[src/logic/dmrw_cfg.svh]
//~~~~~~~~~~~~~~~~~~~~~~~~~~~~~~~~~~~~~~~~~~~~~~~~~~~~~~~~~~~~~~~~~~~~~~~~~~
// data access stage configuration
// IO region code, IO register count, memory size and memory wait cycles
//~~~~~~~~~~~~~~~~~~~~~~~~~~~~~~~~~~~~~~~~~~~~~~~~~~~~~~~~~~~~~~~~~~~~~~~~~~

`ifndef DMRW_CFG_SVH
`define DMRW_CFG_SVH

// address bits 31:30 that select the IO block
`define DMRW_IO_REGION 2'd3

// word registers in the IO block, decoded from address bits 5:2
`define DMRW_IO_REGS 16

// data memory depth in words, wraps above address bit 9
`define DMRW_MEM_WORDS 256

// cycles from request to valid or finish pulse
`define DMRW_MEM_WAIT 4

`endif

[src/logic/dmrw_pkg.sv]
//~~~~~~~~~~~~~~~~~~~~~~~~~~~~~~~~~~~~~~~~~~~~~~~~~~~~~~~~~~~~~~~~~~~~~~~~~~
// data access stage types
// access size code, stage state encoding, data word
//~~~~~~~~~~~~~~~~~~~~~~~~~~~~~~~~~~~~~~~~~~~~~~~~~~~~~~~~~~~~~~~~~~~~~~~~~~

package dmrw_pkg;

	typedef logic [31:0] word_t;

	// access size as it comes from funct3
	typedef logic [2:0] ldst_code_t;

	localparam ldst_code_t LDST_BYTE = 3'd0;
	localparam ldst_code_t LDST_HALF = 3'd1;
	localparam ldst_code_t LDST_WORD = 3'd2;

	// stage states, bit 2 marks the IO side
	typedef enum logic [2:0] {
		DAT_IDLE = 3'b000,
		DAT_READ = 3'b001,
		DAT_WRTE = 3'b010,
		DAT_IOR1 = 3'b101,
		DAT_IOR2 = 3'b111,
		DAT_IOWT = 3'b110
	} dat_state_t;

endpackage

[src/logic/io_regs.sv]
//~~~~~~~~~~~~~~~~~~~~~~~~~~~~~~~~~~~~~~~~~~~~~~~~~~~~~~~~~~~~~~~~~~~~~~~~~~
// IO register block
// word-wide registers, whole word writes, registered read port
//~~~~~~~~~~~~~~~~~~~~~~~~~~~~~~~~~~~~~~~~~~~~~~~~~~~~~~~~~~~~~~~~~~~~~~~~~~

`timescale 1ns/1ps

`include "dmrw_cfg.svh"

module io_regs import dmrw_pkg::*; (
	input  logic        clk,
	input  logic        rst_n,
	input  logic        dma_io_we,
	input  logic [15:2] dma_io_wadr,
	input  word_t       dma_io_wdata,
	input  logic [15:2] dma_io_radr,
	input  logic        dma_io_radr_en,
	output word_t       dma_io_rdata
);

	localparam int IO_AW = $clog2(`DMRW_IO_REGS);

	word_t            regs [0:`DMRW_IO_REGS-1];
	logic [IO_AW-1:0] widx;
	logic [IO_AW-1:0] ridx;

	// only the low word address bits decode, upper bits alias
	assign widx = dma_io_wadr[IO_AW+1:2];
	assign ridx = dma_io_radr[IO_AW+1:2];

	always_ff @(posedge clk or negedge rst_n) begin
		if (!rst_n) begin
			for (int i = 0; i < `DMRW_IO_REGS; i++)
				regs[i] <= '0;
		end else if (dma_io_we) begin
			regs[widx] <= dma_io_wdata;
		end
	end

	// read data lands the cycle after the enable
	always_ff @(posedge clk or negedge rst_n) begin
		if (!rst_n)
			dma_io_rdata <= '0;
		else if (dma_io_radr_en)
			dma_io_rdata <= regs[ridx];
	end

endmodule

[config.mk]
export PLATFORM = sky130hd
export DESIGN_NAME = io_regs
export DESIGN_NICKNAME = d
export VERILOG_FILES = /design/src/logic/dmrw_pkg.sv /design/src/logic/io_regs.sv
export VERILOG_INCLUDE_DIRS = /design/src /design/src/logic
export SDC_FILE = /design/constraint.sdc
export NUM_CORES = 1
export LEC_CHECK = 0
export BUFFER_PORTS_ARGS = -buffer_cell sky130_fd_sc_hd__buf_2
export CORE_MARGIN = 2
export CORE_UTILIZATION = 62
export CTS_CLUSTER_DIAMETER = 150
export DETAILED_ROUTE_END_ITERATION = 6
export GPL_ROUTABILITY_DRIVEN = 0
export GPL_TIMING_DRIVEN = 0
export PLACE_DENSITY = 0.83
export REMOVE_ABC_BUFFERS = 1
export SLEW_MARGIN = 40
export SYNTH_ARGS = -nofsm -noshare
export SYNTH_HDL_FRONTEND = slang
export SYNTH_SLANG_ARGS = --single-unit
[constraint.sdc]
create_clock -name clk -period 2.82 [get_ports clk]
set_input_delay 0.423 -clock clk [delete_from_list [all_inputs] [get_ports clk]]
set_output_delay 0.423 -clock clk [all_outputs]
set_load 0.02 [all_outputs]
==> impl_results.md <==
* Outcome: complete, no violations
* CP max FO at 7
* Die extent in y at 201 µm
* Average wire per cell in the routed design at 26.0 µm
* Post-CTS Resized at 0
* GRT Util Overall at 0.282
* Final setup fails at 0
* 1st-iter DRT viols at 863
* CP Class: input port to register
* DRT Wirelength at 54.9 mm
* Syn Area/Cell at 16.2 µm²
* Pin count of the biggest net entering global routing at 80
* Min-Delay Path Depth at 2
* Lkg Pwr at 11.9 nW
* HP Class: input port to register
* Clk pin slew, worst setup/hold paths at 0.06 ns
* Crit end category: register
* RSZ-0062 raised after global routing: no
* Initial antenna violation count at 4
* Initial DRT Pass Iterations at 5
* Commonest non-fill, non-tap cells in the layout: dfrtp_1, mux2_2, mux4_2
* Fmax at 486 MHz
* Most common cell after layout, fill and taps aside: dfrtp_1
* Ys Warns at 0
* Clock Path Buffers at 3
* Reg2reg path depth at 3
* Fin crit period at 2.06 ns
* Pwr Density at 786 nW/µm²
* Final HPWL from detailed placement at 35.1 mm
* CTS Buf Count at 54
* Kind of start point of the critical path: input port
* Post-Syn Area at 24000 µm²
* Row cnt at 71
* Initial core utilization at 0.633
* Peak supply drop at 618 µV
* Total grt overflow at 0
* Share of cells above drive strength 1 at 0.564
* # DRC at 0
* Max cap viols at 0
* Library cells used by synthesis at 22
* Antenna-violating nets left at 0
* Clk sinks at 544
* Gate Count Post-Synth at 1474
* Core outline area at 37800 µm²
* #FFs+latches synth at 544
* CP arrival at 2.53 ns
* Slew headroom at 0.568
* Crit path required time at 3.30 ns
* Final #Nets at 1618
* Die width at 201 µm
* H-tree depth at 2
* P&R area growth vs syn at 15.0%
* Ports at 96
* First-pass GRT wire length at 87.1 mm
* Post-synthesis sequential area ratio at 0.568
* Clk root buf: clkbuf_16
* Final Core Density at 0.728
* Vias in the first global route at 14.9k
* DR vias at 13.5k
* Final hold vios at 0
* Final Cycle Share at 0.729
* Worst skew pair latency at 0.60 ns
* TritonCTS clock tree: built
* Vias per Instance at 6.41
* Tightest Pin Transition at 0.647 ns
* Clock skew at 0.0236 ns
* Die Footprint at 40200 µm²
* Fillers at 2307
* PnR Total Power at 21.7 mW
* Pins Over Slew Limit at 0
* Port Buffers at 75
==> cells in the mapped netlist <==
cell,count,area (µm²)
mux2i_1,32,320
nand3b_1,2,15.0
or3_1,2,12.5
mux2_1,3,33.8
nand2_1,2,7.51
buf_4,7,52.6
nand3_1,2,10.0
nor4_2,1,12.5
a221oi_1,32,280
clkbuf_1,57,214
buf_1,2,7.51
buf_2,68,340
mux2_2,509,5730
nor3_1,6,30.0
or2_2,1,6.26
dfrtp_1,544,13600
nand2b_1,4,25.0
nor2_1,38,143
mux4_2,128,2880
or4_1,1,7.51
and2_1,1,6.26
o22ai_1,32,200
==> per-layer routing <==
| metal | vias to the layer above | share of wire | track usage | wire [µm] |
|---|---|---|---|---|
| met3 | 112 | 0.057 | 0.0552 | 3100 |
| met1 | 7327 | 0.43 | 0.401 | 23500 |
| met5 | - | 0.00062 | 0 | 34 |
| li1 | 5691 | - | - | - |
| met4 | 6 | 0.022 | 0.0704 | 1190 |
| met2 | 374 | 0.49 | 0.457 | 27000 |
==> power by group <==
part / switching, mW / leakage (nW) / internal [mW]
Combinational: 1.42 / 4.32 / 2.35
Sequential: 0.941 / 6.65 / 9.61
Clock: 2.99 / 0.905 / 4.34
==> what timing repair did <==
item                                   CTS  global route
endpoints found under the hold margin   38             0
setup buffers                            0             0
hold buffers                             1             0
==> flip-flops by register name (all words and copies together) (netlist names) <==
register / cells
dma_io_rdata: 32
regs: 512
==> cell type report <==
| type | count | area, µm² | area share |
|---|---|---|---|
| clock buffers | 81 | 1630 | 0.0593 |
| repair buffers | 158 | 1620 | 0.0589 |
| diodes | 2 | 5.00 | 0.000182 |
| clock inverters | 16 | 186 | 0.00677 |
| multi-input cells | 796 | 9830 | 0.357 |
| flip-flops and latches | 544 | 13600 | 0.494 |
| well taps | 511 | 639 | 0.0232 |
==> per-stage QoR <==
step | hold WS (ns) | cell area [µm²] | setup slack, ns | cells | setup TNS [ns]
3_5_place_dp | 0.344 | 25700 | 0.169 | 2008 | 0
4_1_cts | 0.246 | 27500 | 0.793 | 2106 | 0
2_1_floorplan | 0.127 | 23300 | -0.585 | 1340 | -103.85
3_3_place_gp | 0.471 | 24400 | -9.09 | 1926 | -6118.84
6_report | 0.260 | 27500 | 0.763 | 2108 | 0
5_1_grt | 0.278 | 27500 | 0.763 | 2106 | 0
==> critical path: stages <==
cell     delay (ns)
buf_2          0.21
nand2_1        0.24
nor3_2         0.50
buf_2          0.34
buf_2          0.27
buf_4          0.20
mux2_2         0.34
==> logic make-up (layout without fill, tap and decap cells) <==
| logic type | Yosys count | count (layout) | synth area share |
|---|---|---|---|
| muxes | 672 | 672 | 0.374 |
| AOI/OAI and AO/OA | 64 | 64 | 0.0201 |
| and+or+nand+nor | 60 | 60 | 0.0115 |
| other | 0 | 2 | 0 |
| DFF | 544 | 544 | 0.568 |
| buffers and inverters | 134 | 255 | 0.0256 |
==> worst paths after layout <==
check	start	endpoint	slack, ns
max	dma_io_wadr[2]	regs[351]	0.76
min	dma_io_wdata[8]	regs[136]	0.26
max reg2reg	regs[115]	dma_io_rdata[19]	1.45
min reg2reg	regs[152]	regs[152]	0.50
max in group asynchronous	rst_n	regs[460]	1.19
min in group asynchronous	rst_n	regs[210]	0.30
Note: power is estimated with default switching activity, not from simulation.
