### src/logic/dmrw_cfg.svh
//~~~~~~~~~~~~~~~~~~~~~~~~~~~~~~~~~~~~~~~~~~~~~~~~~~~~~~~~~~~~~~~~~~~~~~~~~~
// data access stage configuration
// IO region code, IO register count, memory size and memory wait cycles
//~~~~~~~~~~~~~~~~~~~~~~~~~~~~~~~~~~~~~~~~~~~~~~~~~~~~~~~~~~~~~~~~~~~~~~~~~~

`ifndef DMRW_CFG_SVH
`define DMRW_CFG_SVH

// address bits 31:30 that select the IO block
`define DMRW_IO_REGION 2'd3

// word registers in the IO block, decoded from address bits 5:2
`define DMRW_IO_REGS 16

// data memory depth in words, wraps above address bit 9
`define DMRW_MEM_WORDS 256

// cycles from request to valid or finish pulse
`define DMRW_MEM_WAIT 4

`endif

### src/logic/dmrw_pkg.sv
//~~~~~~~~~~~~~~~~~~~~~~~~~~~~~~~~~~~~~~~~~~~~~~~~~~~~~~~~~~~~~~~~~~~~~~~~~~
// data access stage types
// access size code, stage state encoding, data word
//~~~~~~~~~~~~~~~~~~~~~~~~~~~~~~~~~~~~~~~~~~~~~~~~~~~~~~~~~~~~~~~~~~~~~~~~~~

package dmrw_pkg;

	typedef logic [31:0] word_t;

	// access size as it comes from funct3
	typedef logic [2:0] ldst_code_t;

	localparam ldst_code_t LDST_BYTE = 3'd0;
	localparam ldst_code_t LDST_HALF = 3'd1;
	localparam ldst_code_t LDST_WORD = 3'd2;

	// stage states, bit 2 marks the IO side
	typedef enum logic [2:0] {
		DAT_IDLE = 3'b000,
		DAT_READ = 3'b001,
		DAT_WRTE = 3'b010,
		DAT_IOR1 = 3'b101,
		DAT_IOR2 = 3'b111,
		DAT_IOWT = 3'b110
	} dat_state_t;

endpackage

### src/logic/data_rw_mem.sv
//~~~~~~~~~~~~~~~~~~~~~~~~~~~~~~~~~~~~~~~~~~~~~~~~~~~~~~~~~~~~~~~~~~~~~~~~~~
// data access stage of the RV32I core
// region decode, memory and IO request generation, busy FSM,
// writeback data selection
//~~~~~~~~~~~~~~~~~~~~~~~~~~~~~~~~~~~~~~~~~~~~~~~~~~~~~~~~~~~~~~~~~~~~~~~~~~

`timescale 1ns/1ps

`include "dmrw_cfg.svh"

module data_rw_mem import dmrw_pkg::*; (
	input  logic       clk,
	input  logic       rst_n,
	// execute side, held while dmrw_run is high
	input  logic       cmd_ld_ma,
	input  logic       cmd_st_ma,
	input  logic       wbk_rd_reg_ma,
	input  logic [4:0] rd_adr_ma,
	input  word_t      rd_data_ma,
	input  word_t      st_data_ma,
	input  ldst_code_t ldst_code_ma,
	// register writeback
	output logic [4:0] rd_adr_wb,
	output logic       wbk_rd_reg_wb,
	output word_t      wbk_data_wb,
	// data memory port
	output logic       d_read_req,
	output logic       d_read_w,
	output logic       d_read_hw,
	output word_t      d_read_adr,
	input  logic       read_valid,
	input  word_t      read_data,
	output logic       d_write_req,
	output logic       d_write_w,
	output logic       d_write_hw,
	output word_t      d_write_adr,
	output word_t      d_write_data,
	input  logic       write_finish,
	// IO register block
	output logic        dma_io_we,
	output logic [15:2] dma_io_wadr,
	output word_t       dma_io_wdata,
	output logic [15:2] dma_io_radr,
	output logic        dma_io_radr_en,
	input  word_t       dma_io_rdata,
	// sequencer
	input  logic       cpu_stat_dmrw,
	output logic       dmrw_run
);

	dat_state_t data_state;
	dat_state_t next_data_state;
	logic       sel_io;
	logic       sel_mem;
	logic       req_w;
	logic       req_hw;
	logic       reg_only;
	logic       acc_done;
	logic       can_issue;
	logic       dma_io_ren_wb;

	// top two address bits pick the target
	assign sel_io  = (rd_data_ma[31:30] == `DMRW_IO_REGION);
	assign sel_mem = ~sel_io;
	assign req_w   = (ldst_code_ma == LDST_WORD) & sel_mem;
	assign req_hw  = (ldst_code_ma == LDST_HALF) & sel_mem;

	assign d_read_req   = cmd_ld_ma & sel_mem;
	assign d_read_w     = req_w;
	assign d_read_hw    = req_hw;
	assign d_read_adr   = rd_data_ma;
	assign d_write_req  = cmd_st_ma & sel_mem;
	assign d_write_w    = req_w;
	assign d_write_hw   = req_hw;
	assign d_write_adr  = rd_data_ma;
	assign d_write_data = st_data_ma;

	// only word stores reach the IO block
	assign dma_io_we      = cmd_st_ma & sel_io & (ldst_code_ma == LDST_WORD);
	assign dma_io_wadr    = rd_data_ma[15:2];
	assign dma_io_wdata   = st_data_ma;
	assign dma_io_radr    = rd_data_ma[15:2];
	assign dma_io_radr_en = cmd_ld_ma & sel_io;

	// one access per held instruction
	assign can_issue = cpu_stat_dmrw & ~acc_done;

	always_comb begin
		next_data_state = DAT_IDLE;
		case (data_state)
			DAT_IDLE: begin
				if (can_issue & d_read_req)
					next_data_state = DAT_READ;
				else if (can_issue & d_write_req)
					next_data_state = DAT_WRTE;
				else if (can_issue & dma_io_radr_en)
					next_data_state = DAT_IOR1;
				else if (can_issue & dma_io_we)
					next_data_state = DAT_IOWT;
			end
			DAT_READ: next_data_state = read_valid ? DAT_IDLE : DAT_READ;
			DAT_WRTE: next_data_state = write_finish ? DAT_IDLE : DAT_WRTE;
			DAT_IOR1: next_data_state = DAT_IOR2;
			default:  next_data_state = DAT_IDLE;
		endcase
	end

	always_ff @(posedge clk or negedge rst_n) begin
		if (!rst_n) begin
			data_state    <= DAT_IDLE;
			acc_done      <= 1'b0;
			dma_io_ren_wb <= 1'b0;
		end else begin
			data_state    <= next_data_state;
			dma_io_ren_wb <= dma_io_radr_en;
			// blocks a restart until the sequencer drops the instruction
			if (!cpu_stat_dmrw)
				acc_done <= 1'b0;
			else if ((data_state != DAT_IDLE) && (next_data_state == DAT_IDLE))
				acc_done <= 1'b1;
		end
	end

	assign dmrw_run = (data_state != DAT_IDLE) | (next_data_state != DAT_IDLE);

	// writeback: IO data, then memory data, then pass-through result
	assign reg_only      = wbk_rd_reg_ma & ~cmd_ld_ma & ~cmd_st_ma;
	assign wbk_data_wb   = dma_io_ren_wb ? dma_io_rdata :
	                       dmrw_run      ? read_data    : rd_data_ma;
	assign wbk_rd_reg_wb = dma_io_ren_wb | (read_valid & dmrw_run) |
	                       (reg_only & cpu_stat_dmrw & (next_data_state == DAT_IDLE));
	assign rd_adr_wb     = rd_adr_ma;

endmodule

### config.mk
export PLATFORM = sky130hd
export DESIGN_NAME = data_rw_mem
export DESIGN_NICKNAME = d
export VERILOG_FILES = /design/src/logic/dmrw_pkg.sv /design/src/logic/data_rw_mem.sv
export VERILOG_INCLUDE_DIRS = /design/src /design/src/logic
export SDC_FILE = /design/constraint.sdc
export NUM_CORES = 1
export LEC_CHECK = 0
export ABC_AREA = 1
export BUFFER_PORTS_ARGS = -buffer_cell sky130_fd_sc_hd__buf_2
export CAP_MARGIN = 20
export CORE_AREA = 2 2 133 135
export DETAILED_ROUTE_END_ITERATION = 10
export DIE_AREA = 0 0 135 137
export GPL_ROUTABILITY_DRIVEN = 0
export PLACE_DENSITY_LB_ADDON = 0.25
export SLEW_MARGIN = 20
export SYNTH_ARGS = -nofsm -noshare
export SYNTH_HDL_FRONTEND = slang
export SYNTH_SLANG_ARGS = --single-unit
### constraint.sdc
create_clock -name clk -period 4.8 [get_ports clk]
set_clock_uncertainty 0.2 [all_clocks]
set_input_delay 0.48 -clock clk [delete_from_list [all_inputs] [get_ports clk]]
set_output_delay 0.48 -clock clk [all_outputs]
set_load 0.01 [all_outputs]
==> key figures <==
Status
  – Status: finished, final reports clean

Setup path
  – Critical path type: reg -> out
  – Critical Path AT: 2760 ps
  – Setup crit start: data_state[0]$_DFF_PN0_
  – Crit path max fanout: 34
  – Cells on worst reg2reg path: 5
  – Reg2Reg Launch Point: acc_done$_DFFE_PN0P_
  – Critical Path Start Type: flip-flop
  – CP endpoint kind: output port
  – Buffers plus inverters on the worst setup path: 2
  – CP Depth: 8
  – CP max-delay cell: nand4_4
  – Worst path required time: between 4000 and 5000 ps
  – Worst path top cell family by delay: simple AND/OR/NAND/NOR gates
  – Crit-path cells: nor2_2 -> nand2_4 -> inv_2 -> nand4_4 -> nand2_1 -> nand3_1 -> nand2_1 -> buf_2
  – Crit-path most repeated cell: nand2_1
  – Slowest stage delay, CP: around 760 ps

Final layout
  – Most frequent cells in the layout: buf_2 (240), nand2_1 (77), inv_1 (73)
  – Area Overhead vs Synth: 8.72%
  – Post-route design area: between 3000 and 4000 um^2
  – Filler cells: between 2k and 2.5k
  – Share of cells above drive strength 1: between 50% and 60%
  – Most common cell after layout, fill and taps aside: buf_2
  – Fin nets: a little under 700
  – ANT cells: 0

Clock network
  – Max clock buf depth: 2
  – Clk slew on worst S/H paths: 30 ps
  – CTS Buf Count: 3
  – PostCTS Resize Cnt: 0
  – Clk Latency, worst-skew pair: about 230 ps
  – CTS Root Cell: clkbuf_16
  – CTS tree: built
  – Postcts setup bufs: 0
  – CTS Hold Bufs: 1
  – H-tree levels: 1
  – Clock sinks: 5

Timing
  – Slew Viols, Final: 0
  – RSZ-0062 raised after global routing: no
  – Final setup fails: 0
  – Total negative setup slack: 0 ps
  – Final Cycle Share: 71.7%
  – Max Fclk: roughly 0.29 GHz
  – Min Tclk post-route: around 3400 ps
  – Slew of the pin with the lowest slew margin: between 1000 and 1500 ps
  – Slew HR: 31.5%
  – Worst Hold Slack: 340 ps
  – Hold Fails Final Rpt: 0

Placement
  – Detailed-placement wirelength estimate: between 8000 and 9000 um
  – IO buf count: 240
  – Placed cell area: around 3000 um^2

Yosys
  – Post-Synth Adder-Cell Area: 0%
  – Syn Std Cell Area: between 2000 and 3000 um^2
  – Synth Area per Inst: slightly above 6 um^2
  – Compound-gate portion of the synthesized area: around 1.8%
  – Synth warn: 0
  – Post-Syn Nets: 607
  – Multiplexer share of the synthesized area: 0%
  – Yosys top cell area share: approximately 44%
  – Yosys reg bits: 5
  – Most area-hungry cell type in the Yosys netlist: buf_4
  – Synth area leaders: buf_4 (44%), nand2_1 (10%), inv_1 (9.7%), nand4_1 (7.3%), nand2_2 (7.1%)
  – Synth Area in XOR/XNOR: 0%
  – Main combinational cell family by area after synthesis: buffers and inverters
  – Synth Instances: between 400 and 500
  – Post-synthesis sequential area ratio: 4.45%
  – Synth Area in Simple Gates: between 30% and 40%
  – Yosys cell types: 23

Min path
  – Worst hold path cell count: 3
  – Tightest Hold Check Type: in -> reg
  – Hold Path Origin: cpu_stat_dmrw

Floorplan
  – Chip width: 135 um
  – Core Footprint: approximately 17000 um^2
  – Initial core utilization: 16.5%
  – Die ar.: about 18000 um^2
  – Row cnt: 48
  – # IOs: 347
  – Die H: between 100 and 150 um

Power
  – Clk pwr share: under 10%
  – Sw power: between 800 and 900 uW
  – Power share of the combinational group: about 86%
  – Sw Ratio: between 50% and 60%
  – P_leak: about 0.0020 uW
  – P_int: ~590 uW
  – Pwr dens: between 400 and 500 nW/um^2
  – Sequential power share: 4.5%
  – Worst VDD drop: around 280 uV

GRT
  – Global-route wire length before repair: 14800 um
  – Initial antenna violation count: 0
  – Vias in the first global route: 2504
  – Gr usage total: between 10% and 20%
  – Pin count of the biggest net entering global routing: 36
  – Global route overflow: 0

Drt
  – Vias per cell: between 3 and 4
  – DRC: 0
  – WL/cell: 13.9 um
  – Detailed Route Iter0 Violations: 117
  – Vias: ~2.7k
  – Final wirelength: about 10000 um
  – Total iterations of the first detailed-routing run: 4
  – Antenna-violating nets left: 0

Flow run
  – Max Cap Violations: 0
-- metal layers --
metal	global-route usage, %	vias up	wire [um]	part of all wire (%)
met5	0	-	0	0
met4	3.07	0	204	1.9
met3	1.67	23	854	8.2
met2	19.6	165	5450	52
met1	11.9	1178	3950	38
li1	-	1380	-	-
-- flip-flops by register name, indices dropped and copies added (netlist names) --
register	count
acc_done	1
data_state	3
dma_io_ren_wb	1
-- worst paths after layout --
| path | endpoint | slack [ps] |
|---|---|---|
| min | acc_done$_DFFE_PN0P_ | 340 |
| min reg2reg | acc_done$_DFFE_PN0P_ | 360 |
| max reg2reg | acc_done$_DFFE_PN0P_ | 2660 |
| max in group asynchronous | acc_done$_DFFE_PN0P_ | 3870 |
| min in group asynchronous | data_state[1]$_DFF_PN0_ | 400 |
| max | wbk_data_wb[1] | 1360 |
-- layout make-up --
type	count	area, um^2	area share [%]
Timing Repair Buffer	244	1230	40.4
Multi-Input combinational cell	197	1040	34.0
Inverter	79	297	9.70
Tap cell	225	282	9.21
Sequential cell	5	125	4.09
Clock buffer	3	75.1	2.46
Clock inverter	1	5.00	0.164
-- synthesized netlist by cell type (all sizes together) --
cell and number:
buf 177, a21oi 3, clkbuf 5, nor2 8, nor4 1, nand2 110, inv 79, dfrtp 5
nand3 38, o211ai 1, o21ai 1, nor3 1, nand4 34
-- stage by stage --
stage | instances | setup slack [ps] | power, uW | util [%]
5_1_grt | 754 | 1080 | 1570 | 17.9
6_report | 754 | 1360 | 1410 | 17.9
3_3_place_gp | 749 | 1570 | 1300 | 17.4
3_5_place_dp | 749 | 1560 | 1300 | 17.4
2_1_floorplan | 463 | 2620 | 1010 | -
4_1_cts | 754 | 1320 | 1440 | 17.9
-- power groups by stage --
stage          clock, uW  sequential, uW  combinational (uW)
3_5_place_dp           0            63.3                1240
5_1_grt              141            64.0                1370
6_report             136            62.7                1210
4_1_cts              138            62.7                1240
2_1_floorplan          0            62.6                 947
3_3_place_gp           0            63.2                1230
-- worst register-to-register path: cells and delay by family (launching register included) --
kind               cells  cell delay (ps)
and+or+nand+nor        2              390
DFF                    1              390
AOI/OAI and AO/OA      3             1100
-- cell families (layout without fill, tap and decap cells) --
family / after synthesis / after routing
DFF: 5 / 5
AOI/OAI and AO/OA: 5 / 5
buffers and inverters: 261 / 327
and+or+nand+nor: 192 / 192
(Power assumes the default switching activity.)
